$ cat config.mk
export PLATFORM = sky130hd
export DESIGN_NAME = sched_dispatch_top
export DESIGN_NICKNAME = d
export VERILOG_FILES = /design/src/logic/sched_pkg.sv /design/src/logic/ready_table.sv /design/src/logic/dispatch_queue.sv /design/src/logic/sched_dispatch_top.sv
export SDC_FILE = /design/constraint.sdc
export NUM_CORES = 1
export LEC_CHECK = 0
export ABC_AREA = 1
export BUFFER_PORTS_ARGS = -buffer_cell sky130_fd_sc_hd__buf_4
export CELL_PAD_IN_SITES_DETAIL_PLACEMENT = 0
export CELL_PAD_IN_SITES_GLOBAL_PLACEMENT = 1
export CORE_AREA = 2 2 258 260
export CTS_BUF_LIST = sky130_fd_sc_hd__clkbuf_8
export DETAILED_ROUTE_END_ITERATION = 7
export DIE_AREA = 0 0 260 262
export PLACE_DENSITY_LB_ADDON = 0.1
export REMOVE_ABC_BUFFERS = 1
export SYNTH_ARGS = -nofsm -noshare
export SYNTH_HDL_FRONTEND = slang
export SYNTH_HIERARCHICAL = 1
export SYNTH_SLANG_ARGS = --single-unit
$ cat constraint.sdc
create_clock -name clk -period 2.35 [get_ports clk]
set_clock_uncertainty 0.05 [all_clocks]
set_input_delay 0.1175 -clock clk [delete_from_list [all_inputs] [get_ports clk]]
set_output_delay 0.1175 -clock clk [all_outputs]
set_load 0.005 [all_outputs]
$ cat src/logic/sched_pkg.sv
// Scheduler dispatch package with widths, queue depth and the rename, entry and writeback types
`default_nettype none

package sched_pkg;

	// ==================================================
	// Pipeline widths
	// ==================================================

	// Renamed instructions accepted per cycle
	localparam int DECODE_WIDTH   = 2;
	// Oldest entries offered to issue per cycle
	localparam int DISPATCH_WIDTH = 2;
	// Writeback broadcast ports
	localparam int WB_WIDTH       = 2;

	// ==================================================
	// Storage sizes
	// ==================================================

	// Queue depth, kept a power of two so pointers wrap for free
	localparam int QUEUE_DEPTH = 8;
	localparam int PREG_COUNT  = 64;
	localparam int PREG_W      = 6;
	// Pointer into the queue
	localparam int PTR_W       = 3;
	// Occupancy count, one bit wider than a pointer
	localparam int CNT_W       = 4;
	localparam int OPC_W       = 8;

	// One instruction as it leaves rename
	typedef struct packed {
		logic [OPC_W-1:0]  opcode;
		logic [PREG_W-1:0] pdest;
		logic [PREG_W-1:0] src0;
		logic [PREG_W-1:0] src1;
	} rename_op_t;

	// Queued instruction, rename fields plus per-source readiness
	typedef struct packed {
		logic [OPC_W-1:0]  opcode;
		logic [PREG_W-1:0] pdest;
		logic [PREG_W-1:0] src0;
		logic [PREG_W-1:0] src1;
		logic              src0_ready;
		logic              src1_ready;
	} dq_entry_t;

	// Writeback broadcast of a produced physical register
	typedef struct packed {
		logic              valid;
		logic [PREG_W-1:0] pdest;
	} wb_tag_t;

endpackage

`default_nettype wire

$ cat src/logic/ready_table.sv
// Ready table with one bit per physical register, giving source readiness for each rename group
`timescale 1ns/10ps
`default_nettype none

module ready_table import sched_pkg::*; (
	input  logic                          clk,
	input  logic                          rst_n,
	// Lanes already gated by the queue accept
	input  logic [DECODE_WIDTH-1:0]       alloc_valid_i,
	input  rename_op_t [DECODE_WIDTH-1:0] alloc_op_i,
	input  wb_tag_t [WB_WIDTH-1:0]        wb_i,
	// Bit 0 for src0, bit 1 for src1
	output logic [DECODE_WIDTH-1:0][1:0]  src_ready_o
);

	// Set means value available, clear means producer in flight
	logic [PREG_COUNT-1:0] ready_q;
	logic [PREG_COUNT-1:0] ready_n;
	// Registers broadcast this cycle
	logic [PREG_COUNT-1:0] wb_hit;
	// Registers claimed as destinations this cycle
	logic [PREG_COUNT-1:0] alloc_hit;

	// ==================================================
	// Decode writeback and allocation into masks
	// ==================================================

	always_comb begin
		wb_hit = '0;
		for (int w = 0; w < WB_WIDTH; w++) begin
			if (wb_i[w].valid) begin
				wb_hit[wb_i[w].pdest] = 1'b1;
			end
		end
	end

	always_comb begin
		alloc_hit = '0;
		for (int i = 0; i < DECODE_WIDTH; i++) begin
			if (alloc_valid_i[i]) begin
				alloc_hit[alloc_op_i[i].pdest] = 1'b1;
			end
		end
	end

	// ==================================================
	// Source lookup for the incoming group
	// ==================================================

	always_comb begin
		for (int i = 0; i < DECODE_WIDTH; i++) begin
			// Table bit or same-cycle writeback bypass
			src_ready_o[i][0] = ready_q[alloc_op_i[i].src0] | wb_hit[alloc_op_i[i].src0];
			src_ready_o[i][1] = ready_q[alloc_op_i[i].src1] | wb_hit[alloc_op_i[i].src1];
			// Older lane in the same group produces this source
			for (int j = 0; j < i; j++) begin
				if (alloc_valid_i[j] && (alloc_op_i[j].pdest == alloc_op_i[i].src0)) begin
					src_ready_o[i][0] = 1'b0;
				end
				if (alloc_valid_i[j] && (alloc_op_i[j].pdest == alloc_op_i[i].src1)) begin
					src_ready_o[i][1] = 1'b0;
				end
			end
		end
	end

	// ==================================================
	// Table update
	// ==================================================

	// Allocation cleared last so it wins over a writeback on the same register
	assign ready_n = (ready_q | wb_hit) & ~alloc_hit;

	// Every register starts out ready
	always_ff @(posedge clk or negedge rst_n) begin
		if (!rst_n) begin
			ready_q <= '1;
		end else begin
			ready_q <= ready_n;
		end
	end

endmodule

`default_nettype wire

$ cat src/logic/dispatch_queue.sv
// Dispatch queue, in-order circular buffer with multi-lane write and read and writeback wakeup
`timescale 1ns/10ps
`default_nettype none

module dispatch_queue import sched_pkg::*; (
	input  logic                            clk,
	input  logic                            rst_n,
	// Write side, lanes contiguous from lane 0
	input  logic [DECODE_WIDTH-1:0]         write_valid_i,
	input  dq_entry_t [DECODE_WIDTH-1:0]    write_data_i,
	output logic                            write_ready_o,
	// Read side, oldest entry on lane 0
	output logic [DISPATCH_WIDTH-1:0]       read_valid_o,
	output dq_entry_t [DISPATCH_WIDTH-1:0]  read_data_o,
	input  logic [DISPATCH_WIDTH-1:0]       read_ready_i,
	// Wakeup broadcasts
	input  wb_tag_t [WB_WIDTH-1:0]          wb_i
);

	// Entry storage
	dq_entry_t [QUEUE_DEPTH-1:0] mem_q;
	dq_entry_t [QUEUE_DEPTH-1:0] mem_n;

	// Oldest slot, next free slot, occupancy
	logic [PTR_W-1:0] head_q;
	logic [PTR_W-1:0] tail_q;
	logic [CNT_W-1:0] cnt_q;

	// Per-lane handshakes
	logic [DECODE_WIDTH-1:0]   wr_en;
	logic [DISPATCH_WIDTH-1:0] rd_fire;
	logic [CNT_W-1:0]          wr_cnt;
	logic [CNT_W-1:0]          rd_cnt;

	// Per-lane slot addresses
	logic [DECODE_WIDTH-1:0][PTR_W-1:0]   wr_ptr;
	logic [DISPATCH_WIDTH-1:0][PTR_W-1:0] rd_ptr;

	// ==================================================
	// Handshake and lane addressing
	// ==================================================

	// Room for a full group, from the registered count only
	assign write_ready_o = (cnt_q <= CNT_W'(QUEUE_DEPTH - DECODE_WIDTH));

	// Dropped group when full
	assign wr_en   = write_valid_i & {DECODE_WIDTH{write_ready_o}};
	assign rd_fire = read_valid_o & read_ready_i;

	// Contiguous lanes, so popcount gives pointer advance
	assign wr_cnt = CNT_W'($countones(wr_en));
	assign rd_cnt = CNT_W'($countones(rd_fire));

	for (genvar i = 0; i < DECODE_WIDTH; i++) begin : g_wr_lane
		assign wr_ptr[i] = tail_q + PTR_W'(i);
	end

	// Combinational read at head+i
	for (genvar i = 0; i < DISPATCH_WIDTH; i++) begin : g_rd_lane
		assign rd_ptr[i]       = head_q + PTR_W'(i);
		assign read_valid_o[i] = (cnt_q > CNT_W'(i));
		assign read_data_o[i]  = mem_q[rd_ptr[i]];
	end

	// ==================================================
	// Storage next state
	// ==================================================

	always_comb begin
		mem_n = mem_q;

		// Wakeup of stored sources
		for (int e = 0; e < QUEUE_DEPTH; e++) begin
			for (int w = 0; w < WB_WIDTH; w++) begin
				if (wb_i[w].valid) begin
					if (mem_q[e].src0 == wb_i[w].pdest) begin
						mem_n[e].src0_ready = 1'b1;
					end
					if (mem_q[e].src1 == wb_i[w].pdest) begin
						mem_n[e].src1_ready = 1'b1;
					end
				end
			end
		end

		// New entries overwrite, bypass already folded in by the ready table
		for (int i = 0; i < DECODE_WIDTH; i++) begin
			if (wr_en[i]) begin
				mem_n[wr_ptr[i]] = write_data_i[i];
			end
		end
	end

	// Payload only
	always_ff @(posedge clk) begin
		mem_q <= mem_n;
	end

	// ==================================================
	// Pointer and count registers
	// ==================================================

	always_ff @(posedge clk or negedge rst_n) begin
		if (!rst_n) begin
			head_q <= '0;
			tail_q <= '0;
			cnt_q  <= '0;
		end else begin
			head_q <= head_q + PTR_W'(rd_cnt);
			tail_q <= tail_q + PTR_W'(wr_cnt);
			cnt_q  <= cnt_q + wr_cnt - rd_cnt;
		end
	end

endmodule

`default_nettype wire

$ cat src/logic/sched_dispatch_top.sv
// Scheduler dispatch top joining the rename group to the ready table and the dispatch queue
`timescale 1ns/10ps
`default_nettype none

module sched_dispatch_top import sched_pkg::*; (
	input  logic                            clk,
	input  logic                            rst_n,
	// From rename
	input  logic [DECODE_WIDTH-1:0]         write_valid_i,
	input  rename_op_t [DECODE_WIDTH-1:0]   write_op_i,
	output logic                            write_ready_o,
	// To issue
	output logic [DISPATCH_WIDTH-1:0]       read_valid_o,
	output dq_entry_t [DISPATCH_WIDTH-1:0]  read_data_o,
	input  logic [DISPATCH_WIDTH-1:0]       read_ready_i,
	// Writeback broadcasts
	input  wb_tag_t [WB_WIDTH-1:0]          wb_i
);

	// Lanes that actually allocate this cycle
	logic [DECODE_WIDTH-1:0]        alloc_valid;
	logic [DECODE_WIDTH-1:0][1:0]   src_ready;
	dq_entry_t [DECODE_WIDTH-1:0]   enq_entry;

	// No busy marking for a group the queue refuses
	assign alloc_valid = write_valid_i & {DECODE_WIDTH{write_ready_o}};

	// Rename fields plus initial readiness
	always_comb begin
		for (int i = 0; i < DECODE_WIDTH; i++) begin
			enq_entry[i].opcode     = write_op_i[i].opcode;
			enq_entry[i].pdest      = write_op_i[i].pdest;
			enq_entry[i].src0       = write_op_i[i].src0;
			enq_entry[i].src1       = write_op_i[i].src1;
			enq_entry[i].src0_ready = src_ready[i][0];
			enq_entry[i].src1_ready = src_ready[i][1];
		end
	end

	ready_table u_ready_table (
		.clk           (clk),
		.rst_n         (rst_n),
		.alloc_valid_i (alloc_valid),
		.alloc_op_i    (write_op_i),
		.wb_i          (wb_i),
		.src_ready_o   (src_ready)
	);

	dispatch_queue u_dispatch_queue (
		.clk           (clk),
		.rst_n         (rst_n),
		.write_valid_i (write_valid_i),
		.write_data_i  (enq_entry),
		.write_ready_o (write_ready_o),
		.read_valid_o  (read_valid_o),
		.read_data_o   (read_data_o),
		.read_ready_i  (read_ready_i),
		.wb_i          (wb_i)
	);

endmodule

`default_nettype wire

==> impl_results.md <==
- # rows: 94
- Layout area overhead: 31.6%
- Endpoint kind of the worst setup timing path: output port
- Filler cell count: 6,711
- Slowest stage cell on the critical path: sky130_fd_sc_hd__dfrtp_4
- I/O pins: 131
- Static leakage: 15.9 nW
- Grt ovf: 0
- Die Outline Area: 68,100 um^2
- Post-route DRC: 0
- Crit path cell chain: buf_6 -> buf_16 -> buf_12 -> buf_16 -> buf_4 -> o21ai_2 -> nand2_1 -> nor2_1 -> a31oi_1 -> buf_4
- H-tree lvl count: 2
- Fmax: 363 MHz
- Post-synthesis instance total: 4,563
- Placeable core region: 65,300 um^2
- Number of synthesized flops with an enable pin: 0
- Share of synthesized flip-flops with an asynchronous set or reset: 24.8%
- Count of endpoints failing hold in the final timing report: 0
- Kind of critical path: reg2out
- Yosys warning count: 6
- Violated checks: setup timing
- Critical path's largest stage delay: 0.51 ns
- Avg Inst Size Synth: 5.81 um^2
- Count of TritonRoute iterations in the first routing pass: 6
- Placer Congestion: 1.04
- Post-synthesis cell type count: 40
- Final clock period utilization by the worst path: 117%
- Final nets: 4,977
- X dimension of the die: 260 um
- Total number of clock tree sinks: 298
- Arrival time at the worst endpoint: 2.59 ns
- Post-synth top flop: sky130_fd_sc_hd__dfxtp_1
- Tightest Pin Transition: 0.799 ns
- Pin count of the biggest net entering global routing: 60
- Iteration-0 DRC count of the detailed router: 4,637
- Max-slew headroom at the worst pin: 46.3%
- Number of register bits inferred by synthesis: 298
- Slack of the critical path: -0.404 ns
- Number of input and output port buffers inserted: 130
- Detailed-route wire length: 148,000 um
- Largest vdd supply drop: 0.980 mV
- Number of max-cap violations: 0
- Syn Std Cell Area: 26,500 um^2
- Power per Cell Area: 1430 nW/um^2
- DR vias: 35,328
- Total routing usage reported by global routing: 41.8%
- Clock transition at path regs: 0.08 ns
- Final HPWL DP: 95,900 um
- Routed wirelength normalized by instance count: 25.4 um
- Maximum buffer depth of the clock tree: 3
- Classification of the worst-slack hold path: in2reg
- Die span in y: 262 um
- Remaining antenna violation count: 0
- CTS Root Cell: sky130_fd_sc_hd__clkbuf_8
- Sequential share of the synthesized area: 24.2%
- First-pass GRT wire length: 213,000 um
- Starting density of the core: 40.6%
- Number of CTS-inserted buffers: 58
- Vias in the first global route: 32,317
- Required time reported for the critical path endpoint: 2.18 ns
- Worst hold-check slack: 0.0307 ns
- Routed via count divided by cell count: 6.09
- CTS tree: built
- Antenna violations before repair: 1
- Max FO, Critical Path: 9
- Outcome: complete, but fails checks
- Crit path time final: 2.75 ns
- Unrepaired setup endpoints after global routing: yes
- Skew-Pair Late Insertion Delay: 0.74 ns
- Fraction of layout instances using a drive strength above 1: 18.7%
- # setup viols final: 60
- Count of pins over their slew limit: 0
- Crit start category: flip-flop
- Final core area utilization: 53.5%
-- power breakdown --
part	switching (mW)	total [mW]	internal, mW
registers	3.02	11.2	8.18
clock network	2.67	5.91	3.24
logic	18.5	32.7	14.2
-- registers in the layout, summed over array words and instances, names as in the netlist --
signal	flops
u_dispatch_queue/cnt_q	4
u_dispatch_queue/head_q	3
u_ready_table/ready_q	64
u_dispatch_queue/tail_q	3
u_dispatch_queue/mem_q	224
-- path summary, 6_finish.rpt --
path	startpoint	to	slack, ns	depth (start not counted)
setup / recovery	u_dispatch_queue/head_q[0]	read_data_o[11]	-0.40	10
hold / removal	write_op_i[33]	u_dispatch_queue/mem_q[121]	0.03	5
setup reg to reg	u_dispatch_queue/head_q[0]	u_dispatch_queue/head_q[2]	-0.08	9
hold reg to reg	u_dispatch_queue/mem_q[79]	u_dispatch_queue/mem_q[79]	0.46	2
max in group asynchronous	rst_n	u_dispatch_queue/head_q[0]	1.03	3
min in group asynchronous	rst_n	u_ready_table/ready_q[24]	0.06	2
-- cells in the mapped netlist, drive strengths merged (2+ instances only) --
master	instances	share of area, %
o21ai	355	6.7
fa	4	0.30
o211ai	305	8.6
clkbuf	180	2.5
a21oi	302	5.7
dfxtp	224	17
buf	162	2.9
dfstp	64	6.3
nand4	4	0.094
a2111oi	2	0.066
dfrtp	10	0.94
nand3	694	13
nand2	1381	20
xnor2	17	0.56
a31oi	56	1.3
o221ai	38	1.3
a21boi	2	0.057
inv	395	5.6
nor3	29	0.73
o22ai	9	0.21
ha	12	0.57
and3	2	0.047
clkinv	9	0.13
xor2	46	1.5
nor4	5	0.12
nor2	253	3.8
-- cells by family after synthesis --
logic type / count (synthesis) / share of synthesized area, %
xor gates and xnor gates: 63 / 2.08
adders and majority gates: 16 / 0.868
AOI/OAI and AO/OA: 1070 / 24.0
buffers and inverters: 746 / 11.1
DFF: 298 / 24.2
and+or+nand+nor: 2370 / 37.8
-- critical path, delay by kind of cell, from the launching register on --
kind	cells	cell delay, ns
simple gates	2	0.12
compound gates	2	0.29
flops	1	0.51
buf+inv	6	0.97
-- repair_timing --
action,in CTS,in global routing
hold endpoints to repair,294,0
resized for setup,250,112
cloned,37,8
pin swaps,66,45
hold buffers,46,0
endpoints found under the setup margin,64,187
setup buffers,37,8
-- cell usage in the layout, fill, tap and decap left out, types with 8 or more instances in the layout --
| cell | synthesis | final |
|---|---|---|
| sky130_fd_sc_hd__ha_4 | 0 | 8 |
| sky130_fd_sc_hd__o221ai_1 | 38 | 37 |
| sky130_fd_sc_hd__nand3_1 | 690 | 687 |
| sky130_fd_sc_hd__o211ai_1 | 305 | 305 |
| sky130_fd_sc_hd__a31oi_1 | 56 | 41 |
| sky130_fd_sc_hd__inv_1 | 381 | 379 |
| sky130_fd_sc_hd__o21ai_1 | 4 | 85 |
| sky130_fd_sc_hd__dlygate4sd3_1 | 0 | 46 |
| sky130_fd_sc_hd__buf_4 | 0 | 421 |
| sky130_fd_sc_hd__xor2_1 | 46 | 45 |
| sky130_fd_sc_hd__o22ai_1 | 9 | 9 |
| sky130_fd_sc_hd__nor2_2 | 9 | 13 |
| sky130_fd_sc_hd__nor2_4 | 2 | 20 |
| sky130_fd_sc_hd__nor2_1 | 240 | 218 |
| sky130_fd_sc_hd__buf_12 | 0 | 73 |
| sky130_fd_sc_hd__xnor2_1 | 17 | 16 |
| sky130_fd_sc_hd__dfstp_2 | 64 | 64 |
| sky130_fd_sc_hd__o21ai_0 | 351 | 248 |
| sky130_fd_sc_hd__dfxtp_1 | 224 | 224 |
| sky130_fd_sc_hd__inv_2 | 14 | 25 |
| sky130_fd_sc_hd__dfrtp_1 | 10 | 8 |
| sky130_fd_sc_hd__clkbuf_8 | 0 | 76 |
| sky130_fd_sc_hd__a31oi_2 | 0 | 12 |
| sky130_fd_sc_hd__nand2_2 | 9 | 19 |
| sky130_fd_sc_hd__nor3_1 | 23 | 23 |
| sky130_fd_sc_hd__nand2_1 | 1370 | 1360 |
| sky130_fd_sc_hd__a21oi_2 | 0 | 49 |
| sky130_fd_sc_hd__clkinv_2 | 0 | 10 |
| sky130_fd_sc_hd__a21oi_1 | 302 | 251 |
| sky130_fd_sc_hd__o21ai_2 | 0 | 21 |
| sky130_fd_sc_hd__buf_6 | 0 | 13 |
| sky130_fd_sc_hd__buf_16 | 0 | 41 |
| sky130_fd_sc_hd__clkbuf_16 | 0 | 8 |
-- through the flow --
step           cell area, um^2  setup WS (ns)  power [mW]  setup TNS [ns]  cells
2_1_floorplan            25100          -4.76        23.5         -435.46   4221
3_5_place_dp             30700         -0.180        35.5          -0.756   5559
5_1_grt                  34900         -0.468        52.6          -22.67   5799
6_report                 34900         -0.404        49.8          -18.08   5799
4_1_cts                  34400         -0.433        47.0          -19.82   5784
3_3_place_gp             30700         -0.159        35.3          -0.573   5559
-- layout make-up --
| class | count | area, um^2 | area share (%) |
|---|---|---|---|
| Clock buffer | 76 | 1050 | 3.00 |
| Timing Repair inverter | 3 | 38.8 | 0.111 |
| Antenna cell | 1 | 2.50 | 0.00717 |
| Tap cell | 864 | 1080 | 3.10 |
| Inverter | 404 | 1550 | 4.44 |
| Clock inverter | 29 | 229 | 0.656 |
| Sequential cell | 298 | 6420 | 18.4 |
| Timing Repair Buffer | 605 | 6600 | 18.9 |
| Multi-Input combinational cell | 3519 | 17900 | 51.4 |
-- layer usage --
| metal | share of wire (%) | wire length, um | vias up | track usage (%) |
|---|---|---|---|---|
| li1 | - | - | 16056 | - |
| met3 | 12 | 18000 | 546 | 9.30 |
| met1 | 38 | 56100 | 16278 | 53.2 |
| met5 | 0 | 0 | - | 0 |
| met2 | 43 | 63400 | 2448 | 64.3 |
| met4 | 6.7 | 9950 | 0 | 26.3 |
No activity file was read; power rests on OpenSTA's default activity.
